--- src/design/motorPwmPkg.sv ---
package motorPwmPkg;

    // width of every position word (sums, remainders, lost counts)
    localparam int POS_WIDTH = 16;

    // width of the pwm period and minimum pulse fields
    localparam int PWM_WIDTH = 12;

    // commutation sequence length and the step number width it implies
    localparam int STEP_COUNT = 16;
    localparam int STEP_WIDTH = $clog2(STEP_COUNT);

    // widest step counter the timing bundle can carry
    // narrower timers are zero extended into it
    localparam int STEP_CNT_MAX = 25;

    // steps where a phase checks its sum against a neighbour
    localparam logic [STEP_WIDTH-1:0] STEP_COMPARE_B = STEP_WIDTH'(6);
    localparam logic [STEP_WIDTH-1:0] STEP_COMPARE_C = STEP_WIDTH'(11);

    // steps where the running loss restarts from the last step's loss
    localparam logic [STEP_WIDTH-1:0] STEP_RESYNC_0 = STEP_WIDTH'(1);
    localparam logic [STEP_WIDTH-1:0] STEP_RESYNC_1 = STEP_WIDTH'(7);

    // pwm settings shared by all three phases
    typedef struct packed {
        logic [PWM_WIDTH-1:0] pwmLenWant;
        logic [PWM_WIDTH-1:0] pwmMin;
    } pwmConfig_t;

    // step timer outputs, strobes are one cycle apart
    typedef struct packed {
        logic [STEP_CNT_MAX-1:0] stepCnt;
        logic                    first1;
        logic                    first2;
        logic                    last1;
        logic                    last2;
    } stepTiming_t;

    // per phase results
    typedef struct packed {
        logic                 pwm;
        logic [POS_WIDTH-1:0] posSum;
        logic [POS_WIDTH-1:0] posLost;
    } phaseStatus_t;

endpackage

--- src/design/stepTimer.sv ---
module stepTimer #(
    parameter int STEP_CNT_WIDTH = 10
) (
    input  logic                     clk,
    input  logic                     rst,
    output motorPwmPkg::stepTiming_t timing
);
    import motorPwmPkg::*;

    // last count of a step
    localparam logic [STEP_CNT_WIDTH-1:0] CNT_TOP = '1;

    logic [STEP_CNT_WIDTH-1:0] cnt;
    logic [STEP_CNT_WIDTH-1:0] cntNext;
    logic                      first1;
    logic                      first2;
    logic                      last1;
    logic                      last2;

    assign cntNext = cnt + 1'b1;

    // counter parks on the top value in reset
    // so the first cycle out of reset is count 0 of step 0
    // strobes are decoded from the next count and land with it
    always_ff @(posedge clk) begin
        if (rst) begin
            cnt    <= CNT_TOP;
            first1 <= 1'b0;
            first2 <= 1'b0;
            last1  <= 1'b0;
            last2  <= 1'b0;
        end else begin
            cnt    <= cntNext;
            // step opens
            first1 <= (cntNext == '0);
            first2 <= (cntNext == STEP_CNT_WIDTH'(1));
            // step closes, last1 one cycle ahead of last2
            last1  <= (cntNext == CNT_TOP - 1'b1);
            last2  <= (cntNext == CNT_TOP);
        end
    end

    // pack the bundle for control and phases
    always_comb begin
        timing.stepCnt = STEP_CNT_MAX'(cnt);
        timing.first1  = first1;
        timing.first2  = first2;
        timing.last1   = last1;
        timing.last2   = last2;
    end

endmodule

--- src/design/commutationControl.sv ---
module commutationControl (
    input  logic                                       clk,
    input  logic                                       rst,
    input  logic                                       enable,
    input  motorPwmPkg::stepTiming_t                   timing,
    output logic [motorPwmPkg::STEP_WIDTH-1:0]         sgStep,
    output logic [2:0][motorPwmPkg::STEP_WIDTH-1:0]    phaseStep,
    output logic                                       pwmActive
);
    import motorPwmPkg::*;

    // last state of the commutation walk
    localparam logic [STEP_WIDTH-1:0] STEP_LAST = STEP_WIDTH'(STEP_COUNT - 1);

    // per phase offset into the sequence
    // phase A leads, B trails by 5 steps, C by 10
    localparam logic [2:0][STEP_WIDTH-1:0] PHASE_OFFSET = {
        STEP_WIDTH'(10),
        STEP_WIDTH'(5),
        STEP_WIDTH'(0)
    };

    logic [STEP_WIDTH-1:0] stepNext;

    // wrap explicitly at the sequence length
    assign stepNext = (sgStep == STEP_LAST) ? '0 : sgStep + 1'b1;

    // commutation position
    // moves on the edge that closes last2, so the new step
    // is already valid in the first1 cycle of the next step
    always_ff @(posedge clk) begin
        if (rst) begin
            sgStep <= '0;
        end else if (timing.last2) begin
            sgStep <= stepNext;
        end
    end

    // enable is a raw level, register once before the phases see it
    always_ff @(posedge clk) begin
        if (rst) begin
            pwmActive <= 1'b0;
        end else begin
            pwmActive <= enable;
        end
    end

    // spread the sequence over the three phases
    // the sum is STEP_WIDTH bits wide, so it wraps mod STEP_COUNT
    always_comb begin
        for (int p = 0; p < 3; p++) begin
            phaseStep[p] = sgStep + PHASE_OFFSET[p];
        end
    end

endmodule

--- src/design/phasePulseGenerator.sv ---
module phasePulseGenerator (
    input  logic                                   clk,
    input  logic                                   rst,
    input  logic                                   pwmActive,
    input  motorPwmPkg::stepTiming_t               timing,
    input  logic [motorPwmPkg::STEP_WIDTH-1:0]     step,
    input  logic [motorPwmPkg::POS_WIDTH-1:0]      plLen,
    input  motorPwmPkg::pwmConfig_t                cfg,
    input  logic [motorPwmPkg::POS_WIDTH-1:0]      extB,
    input  logic [motorPwmPkg::POS_WIDTH-1:0]      extC,
    output motorPwmPkg::phaseStatus_t              status
);
    import motorPwmPkg::*;

    logic [PWM_WIDTH-1:0] pwmCnt;
    logic                 reloadNow;
    logic                 loadPoint;
    logic [POS_WIDTH-1:0] pulseCnt;
    logic                 pwm;
    logic [POS_WIDTH-1:0] posRemain;
    logic [POS_WIDTH-1:0] posSum;
    logic [POS_WIDTH-1:0] pwmMinNow;
    logic                 minOk;
    logic                 posLoad;
    logic [POS_WIDTH-1:0] carrySum;
    logic [POS_WIDTH-1:0] wantAcc;
    logic [POS_WIDTH-1:0] wantTotal;
    logic [POS_WIDTH-1:0] realAcc;
    logic [POS_WIDTH-1:0] realTotal;
    logic [POS_WIDTH-1:0] lostStep;
    logic [POS_WIDTH-1:0] posLost;

    // period counter reloads at the end of a period, at last1,
    // and is held at the reload value while the stage is idle
    assign reloadNow = !pwmActive || timing.last1 || (pwmCnt == PWM_WIDTH'(1));
    // only reloads of a running stage may start a pulse
    assign loadPoint = reloadNow && pwmActive;

    always_ff @(posedge clk) begin
        if (rst) begin
            pwmCnt <= cfg.pwmLenWant;
        end else if (reloadNow) begin
            pwmCnt <= cfg.pwmLenWant;
        end else begin
            pwmCnt <= pwmCnt - 1'b1;
        end
    end

    // position wanted now: carried remainder plus this step's length
    assign posSum    = posRemain + plLen;
    assign pwmMinNow = POS_WIDTH'(cfg.pwmMin);
    assign minOk     = (posSum >= pwmMinNow);

    // at the compare steps the pulse may not exceed the neighbour's sum
    always_comb begin
        case (step)
            STEP_COMPARE_C: posLoad = minOk && (posSum <= extC);
            STEP_COMPARE_B: posLoad = minOk && (posSum <= extB);
            default:        posLoad = minOk;
        endcase
    end

    // pulse timer, pwm is high while it is nonzero
    // a load at cycle n gives posSum high cycles starting at n+1
    always_ff @(posedge clk) begin
        if (rst) begin
            pulseCnt <= '0;
        end else if (!pwmActive) begin
            pulseCnt <= '0;
        end else if (loadPoint && posLoad) begin
            pulseCnt <= posSum;
        end else if (pulseCnt != '0) begin
            pulseCnt <= pulseCnt - 1'b1;
        end
    end

    assign pwm = (pulseCnt != '0);

    // what the last load point left behind
    // a sum that did not fit is kept and becomes the remainder on first1
    always_ff @(posedge clk) begin
        if (rst) begin
            carrySum  <= '0;
            posRemain <= '0;
        end else if (!pwmActive) begin
            // nothing carries across an idle stretch
            carrySum  <= '0;
            posRemain <= '0;
        end else begin
            if (loadPoint) begin
                carrySum <= posLoad ? '0 : posSum;
            end
            if (timing.first1) begin
                posRemain <= carrySum;
            end
        end
    end

    // wanted position per step, latched at the close of the step
    always_ff @(posedge clk) begin
        if (rst) begin
            wantAcc   <= '0;
            wantTotal <= '0;
        end else if (timing.last2) begin
            wantTotal <= wantAcc;
            wantAcc   <= '0;
        end else if (timing.first1 && pwmActive) begin
            wantAcc <= wantAcc + plLen;
        end
    end

    // produced high time over first1..last2 of the step
    // the last2 cycle itself is folded in as the total is latched
    always_ff @(posedge clk) begin
        if (rst) begin
            realAcc   <= '0;
            realTotal <= '0;
        end else if (timing.last2) begin
            realTotal <= realAcc + POS_WIDTH'(pwm);
            realAcc   <= '0;
        end else if (pwm) begin
            realAcc <= realAcc + 1'b1;
        end
    end

    // shortfall of the step just closed
    assign lostStep = wantTotal - realTotal;

    // running loss, restarted at the two resync steps
    always_ff @(posedge clk) begin
        if (rst) begin
            posLost <= '0;
        end else if (timing.first1) begin
            if (step == STEP_RESYNC_0 || step == STEP_RESYNC_1) begin
                posLost <= lostStep;
            end else begin
                posLost <= posLost + lostStep;
            end
        end
    end

    always_comb begin
        status.pwm     = pwm;
        status.posSum  = posSum;
        status.posLost = posLost;
    end

endmodule

--- src/design/motorPwmTop.sv ---
module motorPwmTop #(
    parameter int STEP_CNT_WIDTH = 10
) (
    input  logic                                 clk,
    input  logic                                 rst,
    input  logic                                 enable,
    input  logic [motorPwmPkg::POS_WIDTH-1:0]    plLen,
    input  motorPwmPkg::pwmConfig_t              cfg,
    output motorPwmPkg::phaseStatus_t [2:0]      phase,
    output logic [motorPwmPkg::STEP_WIDTH-1:0]   sgStep,
    output logic                                 stepStart
);
    import motorPwmPkg::*;

    stepTiming_t                timing;
    logic [2:0][STEP_WIDTH-1:0] phaseStep;
    logic                       pwmActive;

    // step boundaries for everything below
    stepTimer #(
        .STEP_CNT_WIDTH (STEP_CNT_WIDTH)
    ) uStepTimer (
        .clk    (clk),
        .rst    (rst),
        .timing (timing)
    );

    // commutation walk and registered enable
    commutationControl uCommutation (
        .clk       (clk),
        .rst       (rst),
        .enable    (enable),
        .timing    (timing),
        .sgStep    (sgStep),
        .phaseStep (phaseStep),
        .pwmActive (pwmActive)
    );

    // step start marker for the outside world
    assign stepStart = timing.first1;

    // three identical phases
    // each sees the next phase as B and the one after as C
    for (genvar p = 0; p < 3; p++) begin : gPhase
        phasePulseGenerator uPhase (
            .clk       (clk),
            .rst       (rst),
            .pwmActive (pwmActive),
            .timing    (timing),
            .step      (phaseStep[p]),
            .plLen     (plLen),
            .cfg       (cfg),
            .extB      (phase[(p + 1) % 3].posSum),
            .extC      (phase[(p + 2) % 3].posSum),
            .status    (phase[p])
        );
    end

endmodule

--- config.mk ---
export PLATFORM = sky130hd
export DESIGN_NAME = motorPwmTop
export DESIGN_NICKNAME = d
export VERILOG_FILES = /design/src/design/motorPwmPkg.sv /design/src/design/stepTimer.sv /design/src/design/commutationControl.sv /design/src/design/phasePulseGenerator.sv /design/src/design/motorPwmTop.sv
export SDC_FILE = /design/constraint.sdc
export NUM_CORES = 1
export LEC_CHECK = 0
export BUFFER_PORTS_ARGS = -buffer_cell sky130_fd_sc_hd__clkbuf_2
export CAP_MARGIN = 30
export CORE_MARGIN = 3
export CORE_UTILIZATION = 57
export DETAILED_ROUTE_END_ITERATION = 10
export PLACE_DENSITY_LB_ADDON = 0.3
export SYNTH_ARGS = -nofsm -noshare
export SYNTH_HDL_FRONTEND = slang
export SYNTH_SLANG_ARGS = --single-unit
--- constraint.sdc ---
create_clock -name clk -period 4.9 [get_ports clk]
set_input_delay 0.49 -clock clk [delete_from_list [all_inputs] [get_ports clk]]
set_output_delay 0.49 -clock clk [all_outputs]
set_load 0.01 [all_outputs]
* Word level (Yosys, flattened, before mapping) *
Index checks and enable logic that the tools add are counted.

operators by class
  add/sub/neg operators = 28
  magnitude comparators = 9
  eq/ne operators = 18
  mux-type cells = 22
  bitwise gates (word level) = 1
  reduce and logical (&&, ||, !) cells = 30

operator list
  operator                                                                 number
  16-bit 2-to-1 mux                                                        12
  16-bit adder                                                             9
  16-bit <= comparator                                                     6
  12-bit 2-to-1 mux                                                        6
  16-bit by 1-bit adder with 16-bit output                                 3
  16-bit by 1-bit adder with 16-bit output (second input constant)         3
  16-bit by 12-bit >= comparator with 1-bit output                         3
  16-bit nonzero test                                                      3
  16-bit by 1-bit subtractor with 16-bit output (second input constant)    3
  16-bit subtractor                                                        3
  12-bit by 1-bit equality test with 1-bit output (second input constant)  3
  12-bit by 1-bit subtractor with 12-bit output (second input constant)    3
  4-bit by 3-bit equality test with 1-bit output (second input constant)   6
  10-bit equality test (second input constant)                             2
  4-bit equality test (second input constant)                              4
  1-bit logical AND                                                        13
  4-bit by 1-bit equality test with 1-bit output (second input constant)   3
  10-bit by 1-bit adder with 10-bit output (second input constant)         1
  10-bit zero test                                                         1
  1-bit logical OR                                                         7
  1-bit case mux with 2 select lines                                       3
  2-bit nonzero test                                                       3
  4-bit by 1-bit adder with 4-bit output (second input constant)           1
  4-bit by 3-bit adder with 4-bit output (second input constant)           1
  other kinds (5)                                                          6

word-level totals
  bits in registers = 438
  logic and storage cells = 141

* Longest topological paths before layout *
  depth after elaboration = 6
  depth in mapped cells = 22

* Hierarchy *
Synthesis repeated with hierarchy kept, for this count alone.

unflattened totals
  cell total of the unflattened synthesis = 3767
  area, all modules = 30539.3 um^2

modules (own cells, without submodules)
  module                                   times used  cells an instance  area an instance (um^2)  sequential area each (um^2)
  phasePulseGenerator at gPhase[1].uPhase  1           1218               9821.9                   2802.7
  phasePulseGenerator at gPhase[2].uPhase  1           1210               9818.2                   2802.7
  phasePulseGenerator at gPhase[0].uPhase  1           1206               9700.6                   2802.7
  stepTimer                                1           100                893.4                    280.3
  commutationControl                       1           33                 305.3                    100.1

* Worst setup path after synthesis *
No wires, ideal clock.

  path kind = input to register
  from = input plLen[0] (netlist bit)
  to = register gPhase[2].uPhase.pulseCnt[12]
  library setup time = 0.070 ns
  arrival time = 4.699 ns
  required time = 4.830 ns
  setup slack = 0.130 ns
  cell stages on the path = 20
  path buffers = 2
  cell sequence = ha_1 > fa_1 > a211oi_2 > o21bai_4 > a21oi_1 > o21ai_0 > a2111oi_0 > nor3_1 > xor2_1 > inv_2 > ha_1 > a21o_1 > a21o_1 > a2111o_1 > nand2_1 > o211a_1 > buf_2 > buf_2 > nand3_1 > a21oi_1

RTL lines
  item                    line                       RTL
  start: declaration      motorPwmTop.sv:7           input logic [motorPwmPkg::POS_WIDTH-1:0] plLen,
  end signal: assignment  phasePulseGenerator.sv:71  pulseCnt <= posSum;
  end signal: assignment  phasePulseGenerator.sv:73  pulseCnt <= pulseCnt - 1'b1;
  end: declaration        phasePulseGenerator.sv:18  logic [POS_WIDTH-1:0] pulseCnt;

* Worst setup path in the final report *
  from = register gPhase[0].uPhase.posRemain[0]
  to = register gPhase[2].uPhase.carrySum[8]

between the ends
  cells in the longest elaborated chain, start to end = 5

RTL lines
  item                                line                       RTL
  start: declaration                  phasePulseGenerator.sv:20  logic [POS_WIDTH-1:0] posRemain;
  start signal: assignment            phasePulseGenerator.sv:94  posRemain <= carrySum;
  16-bit adder                        phasePulseGenerator.sv:50  assign posSum = posRemain + plLen;
  16-bit <= comparator                phasePulseGenerator.sv:58  STEP_COMPARE_B: posLoad = minOk && (posSum <= extB);
  1-bit logical AND                   phasePulseGenerator.sv:58
  1-bit case mux with 2 select lines  phasePulseGenerator.sv:56  case (step)
  16-bit 2-to-1 mux                   phasePulseGenerator.sv:91  carrySum <= posLoad ? '0 : posSum;
  end signal: assignment              phasePulseGenerator.sv:91
  end: declaration                    phasePulseGenerator.sv:25  logic [POS_WIDTH-1:0] carrySum;

Every way passes these cells.
A chain may end at the register's enable or synchronous reset.

==> results.json <==
{
  "critPathMaxFanout": 6,
  "cp-end-kind": "flip-flop",
  "rsz0062_at_grt": "yes",
  "num_antenna_cells": 0,
  "htreeDepth": 2,
  "seq_power_share": 0.302,
  "hold_path_depth": 3,
  "num_rows": 81,
  "wl_per_cell_um": 17.7,
  "layout_common_cells": "436 x nor2_1, 436 x dfxtp_1, 282 x ha_1",
  "ys.flop_type": "dfxtp_1",
  "hold_viol_final": 0,
  "ctsHoldBuffers": 0,
  "ctsLongestPathBuffers": 3,
  "dp.cells": 4226,
  "max_cap_viol_count": 0,
  "drtIter0Drc": 1897,
  "antenna_found_initial": 1,
  "io_pins": 147,
  "status": "complete, no violations",
  "clock_power_share": 0.288,
  "die_y_um": 230,
  "grt_pass1_vias": 22900,
  "placed_area_um2": 30500,
  "synth_nets": 3773,
  "netlist_instances": 3436,
  "dpl.hpwl_mm": 56.0,
  "cpMostUsedCell": "buf_4",
  "cts_tree": "yes",
  "n_fill_cell": 4152,
  "track_usage": 0.280,
  "fin_skew_ps": 13.1,
  "synth_edf_count": 0,
  "post-route-min-period_ps": 4710,
  "crit_path_start": "gPhase[0].uPhase.posRemain[0]",
  "cp_slowest_cell": "or4b_4",
  "fin_cells": 4317,
  "dieArea_um2": 52800,
  "fmax_mhz": 212,
  "tns_ps": 0,
  "grt-ovfl-total": 0,
  "pwr_density_cell_nw_per_um2": 419,
  "worst-path-stages": 22,
  "fin_crit_sh": 0.960,
  "start_kind": "flip-flop",
  "max_stage_delay_ps": 510,
  "drtPass1Iterations": 5,
  "avgViaCountPerCell": 5.83,
  "worst-path-buf-inv": 5,
  "synth-async-reset-ratio": 0,
  "clkSinkCount": 438,
  "ant_nets": 0,
  "setup_slack_ps": 194,
  "relSlewSlack": 0.363,
  "required_ps": 5420,
  "syn_area_um2": 28600,
  "routabilityCongestion": 0.973,
  "sw_frac_of_total": 0.377,
  "r2r_start": "gPhase[0].uPhase.posRemain[0]",
  "synth_seq_cells": 438,
  "yosysUniqueCellTypes": 102,
  "design_area_um2": 32400,
  "p_int_w": 0.00845,
  "die_w_um": 230,
  "vias": 25200,
  "leakage_nw": 13.3,
  "rr_worst_depth": 22,
  "grt_pass1_wl_mm": 121,
  "switchingPower_w": 0.00511,
  "preCtsSetupSlack_ps": -75.0,
  "crit_chain": "ha_1 -> fa_1 -> a211oi_2 -> o21bai_4 -> a21oi_2 -> o21ai_0 -> a2111oi_1 -> nor3_1 -> xor2_1 -> buf_4 -> inv_2 -> ha_1 -> nand3_1 -> nor3_1 -> and4b_1 -> or4b_4 -> buf_4 -> o211ai_1 -> buf_4 -> buf_2 -> nand3_1 -> a21oi_1",
  "avgSynthCellArea_um2": 8.31,
  "root_buffer": "clkbuf_16",
  "clkLatencyLatePin_ps": 590,
  "cts-buffers-inserted": 49,
  "path_delay_family": "compound AO/OA/AOI/OAI gates",
  "worstMarginPinSlew_ps": 948,
  "p_comb_frac": 0.410,
  "vdd_drop_max_mv": 0.371,
  "yosys_warnings": 0,
  "slew_violations": 0,
  "yosysSeqAreaShare": 0.307,
  "path_class": "reg -> reg",
  "hold_path_class": "in -> reg",
  "totalWireLength_mm": 76.6,
  "start_util": 0.580,
  "holdWs_ps": 157,
  "clk_transition_reported_paths_ps": 70,
  "min-delay-start": "cfg[19]",
  "grt_max_degree": 81,
  "fp.coreArea_um2": 49300,
  "route.detailed.drc": 0,
  "final_layout_size_suffix_gt1_frac": 0.120,
  "worstPathArrival_ps": 5220,
  "setup_violations": 0,
  "final_nets": 3955,
  "portBuffers": 146,
  "syn_to_final_growth_pct": 13.3
}
kinds of logic (layout without fill, tap and decap cells):
logic type                 after synthesis  after routing  share of synthesized area
muxes                                  148            148                     0.0521
AOI/OAI and AO/OA                      762            762                      0.181
adders and majority gates              296            296                      0.133
xor gates and xnor gates               279            279                     0.0865
buffers and inverters                  329            545                     0.0455
DFF                                    438            438                      0.307
and+or+nand+nor                       1184           1185                      0.195
power by group through the flow:
stage	combinational, W	sequential (W)	clock (W)
CTS	0.00552	0.00409	0.00397
floorplan	0.00438	0.00410	0
finish	0.00555	0.00410	0.00390
global route	0.00615	0.00414	0.00410
detailed placement	0.00544	0.00417	0
global placement	0.00536	0.00416	0
final cells by class:
cell class                      instances  area [um^2]  area share
Tap cell                              664          831      0.0257
Timing Repair Buffer                  273         1740      0.0536
Clock inverter                         12          194     0.00599
Multi-Input combinational cell       2670        18600       0.575
Inverter                              186          698      0.0216
Sequential cell                       438         8780       0.271
Clock buffer                           74         1520      0.0471
per-stage QoR:
stage               utilization  power [W]
finish                    0.657     0.0136
global route              0.657     0.0144
CTS                       0.655     0.0136
detailed placement        0.620    0.00961
global placement          0.620    0.00952
floorplan                     -    0.00848
final timing paths:
kind | end | slack (ps)
max | gPhase[2].uPhase.carrySum[8] | 190
min | gPhase[2].uPhase.pwmCnt[7] | 160
max reg2reg | gPhase[2].uPhase.carrySum[8] | 190
min reg2reg | gPhase[2].uPhase.carrySum[11] | 450
state kept, by name, indices dropped and copies added (netlist names), 4 cells and up:
name,count
gPhase.uPhase.carrySum,48
gPhase.uPhase.posLost,48
gPhase.uPhase.posRemain,48
gPhase.uPhase.pulseCnt,48
gPhase.uPhase.pwmCnt,36
gPhase.uPhase.realAcc,48
gPhase.uPhase.realTotal,48
gPhase.uPhase.wantAcc,48
gPhase.uPhase.wantTotal,48
uCommutation.sgStep,4
uStepTimer.cnt,10
per-layer routing:
layer  GRT usage  vias to the layer above  part of all wire  wire length [um]
met5           0                        -                 0                 0
met4       0.111                        0             0.042              3220
met3      0.0544                      181             0.069              5290
met2       0.442                      721              0.44             33600
met1       0.378                    11700              0.45             34500
li1            -                    12600                 -                 -
synth_stat cells (27+ instances only):
cell type	number	area (um^2)
nor4_1	27	169
nand4_1	29	181
xor2_1	115	1010
o211ai_1	30	225
a22o_1	28	245
nand3_1	120	601
nor3_1	109	546
or3_1	63	394
inv_1	181	679
nand2_1	240	901
a21o_1	69	518
mux2i_1	142	1420
clkbuf_1	116	435
a211oi_1	80	601
nor2_1	437	1640
nor2b_1	30	188
ha_1	282	3530
o21ai_0	129	646
and3_1	31	194
dfxtp_1	438	8770
a21oi_1	241	1210
xnor2_1	162	1420
nand2b_1	28	175
tightest hold or removal path, cell delays in order:
cell and delay [ps]:
clkbuf_2 110, nand2_1 50, o21ai_0 60
timing repair:
item / 4_1_cts / 5_1_grt
buffers inserted: 0 / 3
resized for setup: 0 / 13
setup endpoints to repair: 0 / 51
Note: power is estimated with default switching activity, not from simulation.
